==> config.mk <==
export PLATFORM = sky130hd
export DESIGN_NAME = pipeCore
export DESIGN_NICKNAME = d
export VERILOG_FILES = /design/src/armPkg.sv /design/src/pipePkg.sv /design/src/hazardIf.sv /design/src/regFile.sv /design/src/aluShifter.sv /design/src/ctrlDecoder.sv /design/src/hazardUnit.sv /design/src/datapath.sv /design/src/pipeCore.sv
export SDC_FILE = /design/constraint.sdc
export NUM_CORES = 2
export LEC_CHECK = 0
export BUFFER_PORTS_ARGS = -buffer_cell sky130_fd_sc_hd__buf_2
export CELL_PAD_IN_SITES_DETAIL_PLACEMENT = 1
export CELL_PAD_IN_SITES_GLOBAL_PLACEMENT = 2
export CORE_MARGIN = 5
export CORE_UTILIZATION = 30
export CTS_CLUSTER_DIAMETER = 100
export CTS_CLUSTER_SIZE = 16
export DETAILED_ROUTE_END_ITERATION = 8
export GPL_ROUTABILITY_DRIVEN = 0
export MAX_ROUTING_LAYER = met4
export PLACE_DENSITY = 0.68
export SLEW_MARGIN = 20
export SYNTH_ARGS = -nofsm -noshare
export SYNTH_HDL_FRONTEND = slang
export SYNTH_SLANG_ARGS = --single-unit
==> constraint.sdc <==
create_clock -name clk -period 19.47 [get_ports clk]
set_input_delay 0.9735 -clock clk [delete_from_list [all_inputs] [get_ports clk]]
set_output_delay 0.9735 -clock clk [all_outputs]
set_load 0.1 [all_outputs]
==> src/armPkg.sv <==
package armPkg;

  // Data-processing opcodes at their ARM encoding in bits 24:21
  typedef enum logic [3:0] {
    aluAnd = 4'b0000,
    aluEor = 4'b0001,
    aluSub = 4'b0010,
    aluRsb = 4'b0011,
    aluAdd = 4'b0100,
    aluOrr = 4'b1100,
    aluMov = 4'b1101,
    aluBic = 4'b1110,
    aluMvn = 4'b1111
  } aluOpT;

  // Shift type field in bits 6:5 of a register operand
  typedef enum logic [1:0] {
    lsl = 2'b00,
    lsr = 2'b01,
    asr = 2'b10,
    ror = 2'b11
  } shiftT;

  // Instruction class as given by bits 27:26
  typedef enum logic [1:0] {
    dataProc = 2'b00,
    memory   = 2'b01,
    branch   = 2'b10,
    undef    = 2'b11
  } instrClassT;

  typedef logic [3:0] regAddrT;

  // Control word carried down the pipe
  // All zero is a bubble
  typedef struct packed {
    logic    regWrite;
    logic    memWrite;
    logic    memToReg;
    logic    isBranch;
    logic    aluSrcImm;
    logic    addOffset;
    aluOpT   aluOp;
    shiftT   shiftType;
    logic [4:0] shiftAmt;
    logic [3:0] rotImm;
  } ctrlT;

endpackage

==> src/pipePkg.sv <==
package pipePkg;

  // Fetch, Decode, Execute, Memory and Writeback
  localparam int numStages = 5;

  // Source of an Execute-stage operand
  typedef enum logic [1:0] {
    // Register file value read in Decode
    fwdNone = 2'b00,
    // ALU result sitting in Memory
    fwdMem  = 2'b01,
    // Final result sitting in Writeback
    fwdWb   = 2'b10
  } fwdSelT;

endpackage

==> src/hazardIf.sv <==
`timescale 1ns/1ps

interface hazardIf (
  input logic clk,
  input logic rstN
);

  // Sources of the instructions in Decode and Execute
  armPkg::regAddrT ra1D, ra2D;
  armPkg::regAddrT ra1E, ra2E;
  // Destinations further down the pipe
  armPkg::regAddrT wa3E, wa3M, wa3W;
  logic regWriteM, regWriteW;
  logic memToRegE;
  logic branchTakenE;
  // Steering back into the pipe
  logic stallF, stallD, flushD, flushE;
  pipePkg::fwdSelT forwardAE, forwardBE;

  modport datapath (
    output ra1D, ra2D, ra1E, ra2E, wa3E, wa3M, wa3W,
    output regWriteM, regWriteW, memToRegE, branchTakenE,
    input  stallF, stallD, flushD, flushE, forwardAE, forwardBE
  );

  modport hazard (
    input  clk, rstN,
    input  ra1D, ra2D, ra1E, ra2E, wa3E, wa3M, wa3W,
    input  regWriteM, regWriteW, memToRegE, branchTakenE,
    output stallF, stallD, flushD, flushE, forwardAE, forwardBE
  );

endinterface

==> src/regFile.sv <==
`timescale 1ns/1ps

module regFile #(
  parameter int dataWidth = 32
) (
  input  logic                 clk,
  input  logic                 rstN,
  input  logic                 we,
  input  armPkg::regAddrT      ra1,
  input  armPkg::regAddrT      ra2,
  input  armPkg::regAddrT      wa3,
  input  logic [dataWidth-1:0] wd3,
  input  logic [dataWidth-1:0] pcPlus8,
  output logic [dataWidth-1:0] rd1,
  output logic [dataWidth-1:0] rd2
);

  // R0 to R14 only
  // R15 is the PC and is held in the datapath
  logic [dataWidth-1:0] regs [0:14];

  // R15 reads as PC plus 8
  // A write in this cycle is visible at once
  function automatic logic [dataWidth-1:0] readPort(input armPkg::regAddrT ra);
    if (ra == 4'hf) begin
      return pcPlus8;
    end else if (we && ra == wa3) begin
      return wd3;
    end
    return regs[ra];
  endfunction

  always_ff @(posedge clk) begin
    if (!rstN) begin
      for (int i = 0; i < 15; i++) begin
        regs[i] <= '0;
      end
    end else if (we && wa3 != 4'hf) begin
      regs[wa3] <= wd3;
    end
  end

  always_comb begin
    rd1 = readPort(ra1);
    rd2 = readPort(ra2);
  end

  // No instruction of the subset writes the PC through Writeback
  assert property (@(posedge clk) disable iff (!rstN) !(we && wa3 == 4'hf));

endmodule

==> src/aluShifter.sv <==
`timescale 1ns/1ps

module aluShifter #(
  parameter int dataWidth = 32
) (
  input  logic [dataWidth-1:0] srcA,
  input  logic [dataWidth-1:0] srcB,
  input  logic                 useImm,
  input  logic [3:0]           rotImm,
  input  armPkg::shiftT        shiftType,
  input  logic [4:0]           shiftAmt,
  input  armPkg::aluOpT        aluOp,
  output logic [dataWidth-1:0] result
);

  logic [dataWidth-1:0] shifted;
  logic [dataWidth-1:0] opB;

  // Rotate right by amt
  // Amount 0 returns the value unchanged
  function automatic logic [dataWidth-1:0] rotr(input logic [dataWidth-1:0] val,
                                                input int unsigned amt);
    return (val >> amt) | (val << (dataWidth - amt));
  endfunction

  // ========================================
  // Operand B
  // ========================================

  // Barrel shifter for the register operand
  always_comb begin
    case (shiftType)
      armPkg::lsl: shifted = srcB << shiftAmt;
      // Amount 0 on LSR means a shift by the full width
      armPkg::lsr: shifted = (shiftAmt == 5'd0) ? '0 : srcB >> shiftAmt;
      // Same for ASR, which leaves only sign bits
      armPkg::asr: begin
        if (shiftAmt == 5'd0) begin
          shifted = {dataWidth{srcB[dataWidth-1]}};
        end else begin
          shifted = $signed(srcB) >>> shiftAmt;
        end
      end
      // No RRX here
      armPkg::ror: shifted = rotr(srcB, shiftAmt);
      default:     shifted = srcB;
    endcase
  end

  // Immediates rotate right by twice the 4-bit field
  assign opB = useImm ? rotr(srcB, {rotImm, 1'b0}) : shifted;

  // ========================================
  // ALU
  // ========================================

  always_comb begin
    case (aluOp)
      armPkg::aluAnd: result = srcA & opB;
      armPkg::aluEor: result = srcA ^ opB;
      armPkg::aluSub: result = srcA - opB;
      armPkg::aluRsb: result = opB - srcA;
      armPkg::aluAdd: result = srcA + opB;
      armPkg::aluOrr: result = srcA | opB;
      // MOV and MVN take no first operand
      armPkg::aluMov: result = opB;
      armPkg::aluBic: result = srcA & ~opB;
      armPkg::aluMvn: result = ~opB;
      default:        result = '0;
    endcase
  end

endmodule

==> src/ctrlDecoder.sv <==
`timescale 1ns/1ps

module ctrlDecoder (
  input  logic [31:0]  instrD,
  output armPkg::ctrlT ctrlD
);

  armPkg::instrClassT cls;
  logic opOk;

  assign cls = armPkg::instrClassT'(instrD[27:26]);

  // Only nine of the sixteen opcodes are supported
  always_comb begin
    case (instrD[24:21])
      armPkg::aluAnd, armPkg::aluEor, armPkg::aluSub, armPkg::aluRsb,
      armPkg::aluAdd, armPkg::aluOrr, armPkg::aluMov, armPkg::aluBic,
      armPkg::aluMvn: opOk = 1'b1;
      default:        opOk = 1'b0;
    endcase
  end

  always_comb begin
    // Anything not matched below stays a bubble
    ctrlD = '0;
    case (cls)
      armPkg::dataProc: begin
        // Register-shifted-register forms are not supported
        if (opOk && (instrD[25] || !instrD[4])) begin
          ctrlD.regWrite  = 1'b1;
          ctrlD.aluOp     = armPkg::aluOpT'(instrD[24:21]);
          ctrlD.aluSrcImm = instrD[25];
          if (instrD[25]) begin
            ctrlD.rotImm = instrD[11:8];
          end else begin
            ctrlD.shiftType = armPkg::shiftT'(instrD[6:5]);
            ctrlD.shiftAmt  = instrD[11:7];
          end
        end
      end
      armPkg::memory: begin
        // Immediate offset only with pre-indexed word access and no writeback
        if (!instrD[25] && instrD[24] && !instrD[22] && !instrD[21]) begin
          ctrlD.addOffset = instrD[23];
          ctrlD.aluOp     = ctrlD.addOffset ? armPkg::aluAdd : armPkg::aluSub;
          ctrlD.aluSrcImm = 1'b1;
          // L bit picks load or store
          ctrlD.memToReg  = instrD[20];
          ctrlD.regWrite  = instrD[20];
          ctrlD.memWrite  = !instrD[20];
        end
      end
      armPkg::branch: begin
        // B only with its target computed as PC plus 8 plus offset in the ALU
        if (instrD[25] && !instrD[24]) begin
          ctrlD.isBranch  = 1'b1;
          ctrlD.aluOp     = armPkg::aluAdd;
          ctrlD.aluSrcImm = 1'b1;
        end
      end
      armPkg::undef: ctrlD = '0;
    endcase
  end

endmodule

==> src/hazardUnit.sv <==
`timescale 1ns/1ps

module hazardUnit (
  hazardIf.hazard hz
);

  logic ldUse;

  // Youngest producer wins
  // PC reads are never forwarded
  function automatic pipePkg::fwdSelT pickFwd(input armPkg::regAddrT src,
                                              input armPkg::regAddrT wa3M,
                                              input logic            regWriteM,
                                              input armPkg::regAddrT wa3W,
                                              input logic            regWriteW);
    if (src == 4'hf) begin
      return pipePkg::fwdNone;
    end else if (regWriteM && src == wa3M) begin
      return pipePkg::fwdMem;
    end else if (regWriteW && src == wa3W) begin
      return pipePkg::fwdWb;
    end
    return pipePkg::fwdNone;
  endfunction

  always_comb begin
    hz.forwardAE = pickFwd(hz.ra1E, hz.wa3M, hz.regWriteM, hz.wa3W, hz.regWriteW);
    hz.forwardBE = pickFwd(hz.ra2E, hz.wa3M, hz.regWriteM, hz.wa3W, hz.regWriteW);
  end

  // Load in Execute feeding the instruction in Decode
  assign ldUse = hz.memToRegE && (hz.wa3E == hz.ra1D || hz.wa3E == hz.ra2D);

  // Hold Fetch and Decode one cycle and send a bubble to Execute
  assign hz.stallF = ldUse;
  assign hz.stallD = ldUse;
  // Taken branch kills the two younger instructions
  assign hz.flushD = hz.branchTakenE;
  assign hz.flushE = ldUse || hz.branchTakenE;

  // A branch in Execute never carries a load, so the two cannot meet
  assert property (@(posedge hz.clk) disable iff (!hz.rstN)
    !(hz.stallD && hz.branchTakenE));

endmodule

==> src/datapath.sv <==
`timescale 1ns/1ps

module datapath #(
  parameter int dataWidth = 32
) (
  input  logic                 clk,
  input  logic                 rstN,
  input  logic [31:0]          instrF,
  output logic [dataWidth-1:0] pcF,
  output logic [31:0]          instrD,
  input  armPkg::ctrlT         ctrlD,
  output logic [dataWidth-1:0] dataAddrM,
  output logic [dataWidth-1:0] writeDataM,
  output logic                 memWriteM,
  input  logic [dataWidth-1:0] readDataM,
  hazardIf.datapath            hz
);

  // Enable and clear per register bank
  // Index 1 is Decode and the top index is Writeback
  logic [pipePkg::numStages-1:1] bankEn, bankClr;
  logic validD;
  armPkg::ctrlT ctrlE, ctrlM, ctrlW;
  logic [dataWidth-1:0] pcPlus4F, pcNextF, pcPlus8D, immD, rd1D, rd2D;
  logic [dataWidth-1:0] rd1E, rd2E, immE, pcPlus8E, fwdAE, srcAE, srcBE;
  logic [dataWidth-1:0] writeDataE, aluResultE;
  logic [dataWidth-1:0] aluOutM, aluOutW, readDataW, resultW;

  // No back-pressure from memory, so Memory and Writeback always advance
  assign bankEn  = {1'b1, 1'b1, 1'b1, ~hz.stallD};
  assign bankClr = {1'b0, 1'b0, hz.flushE, hz.flushD};

  // Selects a forwarded value for an Execute operand
  function automatic logic [dataWidth-1:0] fwdMux(input pipePkg::fwdSelT      sel,
                                                  input logic [dataWidth-1:0] fromReg);
    case (sel)
      pipePkg::fwdMem: return aluOutM;
      pipePkg::fwdWb:  return resultW;
      default:         return fromReg;
    endcase
  endfunction

  // ========================================
  // Fetch
  // ========================================
  assign pcPlus4F = pcF + dataWidth'(4);
  assign pcNextF  = hz.branchTakenE ? aluResultE : pcPlus4F;

  always_ff @(posedge clk) begin
    if (!rstN) begin
      pcF <= '0;
    end else if (!hz.stallF) begin
      pcF <= pcNextF;
    end
  end

  // ========================================
  // Decode
  // ========================================
  // validD marks a real instruction in instrD
  always_ff @(posedge clk) begin
    if (!rstN || bankClr[1]) begin
      validD <= 1'b0;
    end else if (bankEn[1]) begin
      validD <= 1'b1;
    end
  end

  always_ff @(posedge clk) begin
    if (bankEn[1]) begin
      instrD <= instrF;
    end
  end

  // PC already runs two words ahead of Decode
  assign pcPlus8D = pcPlus4F;
  assign hz.ra1D  = instrD[19:16];
  // STR reads its data register from the Rd field
  assign hz.ra2D  = ctrlD.memWrite ? instrD[15:12] : instrD[3:0];

  always_comb begin
    if (ctrlD.isBranch) begin
      immD = {{(dataWidth-26){instrD[23]}}, instrD[23:0], 2'b00};
    end else if (instrD[26]) begin
      // Bit 26 set means a load or store offset
      immD = {{(dataWidth-12){1'b0}}, instrD[11:0]};
    end else begin
      // Rotation field goes in the control word
      immD = {{(dataWidth-8){1'b0}}, instrD[7:0]};
    end
  end

  regFile #(.dataWidth(dataWidth)) regFile_i (
    .clk    (clk),
    .rstN   (rstN),
    .we     (ctrlW.regWrite),
    .ra1    (hz.ra1D),
    .ra2    (hz.ra2D),
    .wa3    (hz.wa3W),
    .wd3    (resultW),
    .pcPlus8(pcPlus8D),
    .rd1    (rd1D),
    .rd2    (rd2D)
  );

  // ========================================
  // Execute
  // ========================================
  always_ff @(posedge clk) begin
    if (!rstN || bankClr[2]) begin
      ctrlE <= '0;
    end else if (bankEn[2]) begin
      ctrlE <= validD ? ctrlD : '0;
    end
  end

  always_ff @(posedge clk) begin
    if (bankEn[2]) begin
      rd1E     <= rd1D;
      rd2E     <= rd2D;
      immE     <= immD;
      pcPlus8E <= pcPlus8D;
      hz.ra1E  <= hz.ra1D;
      hz.ra2E  <= hz.ra2D;
      hz.wa3E  <= instrD[15:12];
    end
  end

  always_comb begin
    fwdAE      = fwdMux(hz.forwardAE, rd1E);
    writeDataE = fwdMux(hz.forwardBE, rd2E);
  end

  // Branch target is the branch's own PC plus 8 plus the offset
  assign srcAE = ctrlE.isBranch ? pcPlus8E : fwdAE;
  assign srcBE = ctrlE.aluSrcImm ? immE : writeDataE;

  aluShifter #(.dataWidth(dataWidth)) aluShifter_i (
    .srcA     (srcAE),
    .srcB     (srcBE),
    .useImm   (ctrlE.aluSrcImm),
    .rotImm   (ctrlE.rotImm),
    .shiftType(ctrlE.shiftType),
    .shiftAmt (ctrlE.shiftAmt),
    .aluOp    (ctrlE.aluOp),
    .result   (aluResultE)
  );

  assign hz.memToRegE    = ctrlE.memToReg;
  assign hz.branchTakenE = ctrlE.isBranch;

  // ========================================
  // Memory
  // ========================================
  always_ff @(posedge clk) begin
    if (!rstN || bankClr[3]) begin
      ctrlM <= '0;
    end else if (bankEn[3]) begin
      ctrlM <= ctrlE;
    end
  end

  always_ff @(posedge clk) begin
    if (bankEn[3]) begin
      aluOutM    <= aluResultE;
      writeDataM <= writeDataE;
      hz.wa3M    <= hz.wa3E;
    end
  end

  assign dataAddrM    = aluOutM;
  assign memWriteM    = ctrlM.memWrite;
  assign hz.regWriteM = ctrlM.regWrite;

  // ========================================
  // Writeback
  // ========================================
  always_ff @(posedge clk) begin
    if (!rstN || bankClr[4]) begin
      ctrlW <= '0;
    end else if (bankEn[4]) begin
      ctrlW <= ctrlM;
    end
  end

  always_ff @(posedge clk) begin
    if (bankEn[4]) begin
      aluOutW   <= aluOutM;
      readDataW <= readDataM;
      hz.wa3W   <= hz.wa3M;
    end
  end

  assign resultW      = ctrlW.memToReg ? readDataW : aluOutW;
  assign hz.regWriteW = ctrlW.regWrite;

  // A store never also claims a load writeback
  assert property (@(posedge clk) disable iff (!rstN)
    $rose(memWriteM) |-> !(ctrlM.regWrite && ctrlM.memToReg));

  // Every supported encoding sets some control bit
  // An empty control word in a live slot is an undefined instruction
  assert property (@(posedge clk) disable iff (!rstN)
    validD && !hz.flushE |-> ctrlD != '0);

endmodule

==> src/pipeCore.sv <==
`timescale 1ns/1ps

module pipeCore #(
  parameter int dataWidth = 32
) (
  input  logic                 clk,
  input  logic                 rstN,
  output logic [dataWidth-1:0] pcF,
  input  logic [31:0]          instrF,
  output logic [dataWidth-1:0] dataAddrM,
  output logic [dataWidth-1:0] writeDataM,
  output logic                 memWriteM,
  input  logic [dataWidth-1:0] readDataM
);

  logic [31:0]  instrD;
  armPkg::ctrlT ctrlD;

  // Stall, flush and forwarding bundle
  hazardIf hz (
    .clk (clk),
    .rstN(rstN)
  );

  ctrlDecoder ctrlDecoder_i (
    .instrD(instrD),
    .ctrlD (ctrlD)
  );

  datapath #(.dataWidth(dataWidth)) datapath_i (
    .clk       (clk),
    .rstN      (rstN),
    .instrF    (instrF),
    .pcF       (pcF),
    .instrD    (instrD),
    .ctrlD     (ctrlD),
    .dataAddrM (dataAddrM),
    .writeDataM(writeDataM),
    .memWriteM (memWriteM),
    .readDataM (readDataM),
    .hz        (hz)
  );

  hazardUnit hazardUnit_i (
    .hz(hz)
  );

endmodule

==> Implementation_results.wiki <==
{| class="wikitable"
! Metric !! Value
|-
| Power density over the cells || 82.66 mW/mm2
|-
| Number of clock sinks seen by CTS || 873
|-
| Number of flops mapped to enable cells by yosys || 540
|-
| Signed area change from the synthesized netlist to the final layout || 10.73%
|-
| Worst flop-to-flop path endpoint || datapath_i.pcF[31]$_SDFFE_PN0N_
|-
| Cells on Worst Hold Path || 1
|-
| Maximum buffer depth of the clock tree || 3
|-
| Classification of the worst setup path || flop to flop
|-
| Worst clock skew on the final layout || 0.07684 ns
|-
| First-pass DRT Iterations || 7
|-
| Source of the worst register-to-register timing path || datapath_i.ctrlW[18]$_SDFF_PN0_
|-
| Result of the run || finished clean
|-
| Remaining Overflow, GRT || 0
|-
| Initial antenna violation count || 29
|-
| Post-CTS sizing || 0
|-
| Data required time at the worst endpoint || 20.03 ns
|-
| Clock root buffer || clkbuf_16
|-
| Hold_buf cts || 0
|-
| Die width || 449.4 um
|-
| Leakage Power || 23.61 nW
|-
| Worst slack on hold paths || 0.3499 ns
|-
| Total standard cell area after synthesis || 0.05791 mm2
|-
| Count of unresolved DRC violations after routing || 0
|-
| FF-to-FF setup slack || 8.48 ns
|-
| Unrepaired setup endpoints after global routing || false
|-
| Filler cells || 22200
|-
| Final Cycle Share || 0.5643
|-
| Actual transition at the worst max-transition pin || 1.197 ns
|-
| Total vias in the final route || 56790
|-
| Flip-flop and latch count after synthesis || 873
|-
| Critical path launch point || datapath_i.ctrlW[18]$_SDFF_PN0_
|-
| CTS tree || yes
|-
| Final Setup Violations || 0
|-
| Row count || 161
|-
| Die ar. || 0.2019 mm2
|-
| Count of buffers inserted at the top-level ports || 158
|-
| Vias in the first global route || 55545
|-
| Final std cell area, no fill || 0.06412 mm2
|-
| Final number of hold-violating endpoints || 0
|-
| Synthesized area per cell || 9.032 um2
|-
| Core ar. || 0.1922 mm2
|-
| Starting density of the core || 0.3013
|-
| Overall routed net length || 313900 um
|-
| Clock buffers created by TritonCTS || 68
|-
| Kind of path behind the tightest hold check || primary input to flop
|-
| Critical-path cell with the highest stage delay || dfxtp_4
|-
| Vertical die dimension || 449.4 um
|-
| Largest stage delay, worst path || 0.97 ns
|-
| Sequential fraction of the synthesis area || 0.3951
|-
| Initial DRC count || 7213
|-
| R2R cell count || 35
|-
| Leading cell type in the layout, fill and taps excluded || nor2_1
|-
| Dpl cell area || 0.06200 mm2
|-
| Worst setup EP type || flop
|-
| Post-route antenna net violation count || 0
|-
| Cell variety after synth || 120
|-
| Final count of pins violating max slew || 0
|-
| Sort of element at the start of the critical path || flop
|-
| Final nets || 6523
|-
| Synth warn || 0
|-
| # Post-CTS Setup Buffers || 0
|-
| Setup slack after placement || 8.767 ns
|-
| Post-Route Setup TNS || 0 ns
|-
| Post-synth ARST share || 0
|-
| Min Tclk post-route || 10.99 ns
|-
| Source of the worst hold timing path || readDataM[3]
|-
| Worst VDD drop || 68.94 uV
|-
| Commonest cells after routing, fill and taps aside || nor2_1 (929), nand2_1 (869), edfxtp_1 (540), a21oi_1 (338), dfxtp_1 (321)
|-
| I/O pin count || 163
|-
| Max_slew headroom || 0.2023
|-
| Vias/cell || 6.335
|-
| Max-cap violations || 0
|-
| Post-synth top flop || edfxtp_1
|-
| Post-synthesis instance total || 6412
|-
| Arrival time at the worst endpoint || 11.55 ns
|-
| FMAX || 91.01 MHz
|-
| Clock latency reported for the late side of the worst-skew pair || 0.72 ns
|-
| Avg WL per Cell || 35.02 um
|-
| All-Layer GR Usage || 0.3058
|-
| Largest driver fanout on the critical path || 32
|-
| Detail Placement HPWL || 218500 um
|-
| H-tree levels || 3
|-
| Setup slack of the critical path after layout || 8.482 ns
|-
| Global-route wire length before repair || 434700 um
|-
| Worst-path clk slew || 0.08 ns
|-
| Fraction of final layout cells sized beyond drive strength 1 || 0.1487
|-
| Maximum number of pins on one net before global-route repair || 137
|-
| Endpoint, Worst Hold || datapath_i.readDataW[3]$_DFF_P_
|}
[through the flow]
| stage | instances | power (mW) | utilization |
|---|---|---|---|
| 3_3_place_gp | 8811 | 3.844 | 0.3226 |
| 6_report | 8965 | 5.301 | 0.3337 |
| 4_1_cts | 8933 | 5.276 | 0.3332 |
| 3_5_place_dp | 8811 | 3.857 | 0.3226 |
| 2_1_floorplan | 6443 | 3.191 | - |
| 5_1_grt | 8957 | 5.457 | 0.3336 |
[cell type report]
type | instances | area, um2 | share of cell area
clock inverters | 16 | 190.2 | 0.002966
clock buffers | 106 | 1844 | 0.02876
inverters | 166 | 634.4 | 0.009893
repair buffers | 395 | 2633 | 0.04105
flip-flops and latches | 873 | 22920 | 0.3574
diodes | 31 | 77.57 | 0.001210
well taps | 2526 | 3161 | 0.04929
multi-input cells | 4852 | 32670 | 0.5094
[critical path, delay by kind of cell (launching register included)]
kind	cells	cell delay [ns]
buf+inv	5	1.01
mux	3	1.69
xor+xnor	1	0.15
fa+ha+maj	1	0.31
compound gates	16	3.48
flops	1	0.97
simple gates	9	3.15
[routing by layer]
metal	GRT usage	up-vias	wire [um]
met3	0.06877	804	29490
li1	-	23650	-
met2	0.4567	3265	137100
met5	-	-	0
met1	0.3802	29071	124800
met4	0.1790	0	22550
[power breakdown]
group / switching [mW] / internal (mW) / total (mW)
combinational: 1.21 / 0.497 / 1.71
clock: 0.755 / 0.671 / 1.43
sequential: 0.0995 / 2.07 / 2.17
[flip-flops by register name, summed over array words and instances (netlist names), 28 cells and up, named ones only]
signal / count
datapath_i.regFile_i.regs: 512
datapath_i.aluOutW: 32
datapath_i.dataAddrM: 32
datapath_i.pcF: 32
datapath_i.pcPlus8E: 32
datapath_i.rd1E: 32
datapath_i.rd2E: 32
datapath_i.readDataW: 32
datapath_i.writeDataM: 32
datapath_i.instrD: 28
[logic make-up (layout without fill, tap and decap cells)]
| logic type | after synthesis | count (layout) | share of synthesized area |
|---|---|---|---|
| DFF | 873 | 873 | 0.3951 |
| muxes | 386 | 386 | 0.1180 |
| other | 1 | 63 | 0.00006476 |
| AOI/OAI and AO/OA | 1623 | 1623 | 0.1998 |
| adders and majority gates | 101 | 101 | 0.02208 |
| buffers and inverters | 718 | 683 | 0.05002 |
| and+or+nand+nor | 2562 | 2562 | 0.1925 |
| xor gates and xnor gates | 148 | 148 | 0.02238 |
[synthesized netlist by cell type (all sizes together) (35+ instances only)]
library cell	count	area (um2)
and2	68	425.4
a31oi	77	488.0
ha	99	1239
mux4	220	4955
nor2	932	3501
mux2i	133	1509
o211ai	73	593.1
o21ai	292	1465
buf	132	696.9
dfxtp	333	6666
nor3	100	505.5
nor2b	58	362.9
a211oi	112	888.4
edfxtp	540	16220
a221oi	61	534.3
o2111ai	35	319.1
nand3	239	1196
and3	116	730.7
a21oi	340	1724
xor2	35	306.5
o22ai	56	350.3
a311oi	116	1028
inv	161	604.3
nand2	898	3376
clkbuf	420	1577
o31ai	35	286.5
xnor2	113	989.7
[worst max path at each step]
stage / end / slack (ns)
after global routing: datapath_i.pcF[31]$_SDFFE_PN0N_ / 7.96
after global placement: datapath_i.pcF[30]$_SDFFE_PN0N_ / 8.80
final: datapath_i.pcF[31]$_SDFFE_PN0N_ / 8.48
after floorplan: datapath_i.pcF[31]$_SDFFE_PN0N_ / 10.97
after CTS: datapath_i.pcF[30]$_SDFFE_PN0N_ / 8.69
after detailed placement: datapath_i.pcF[30]$_SDFFE_PN0N_ / 8.77
(Power assumes the default switching activity.)
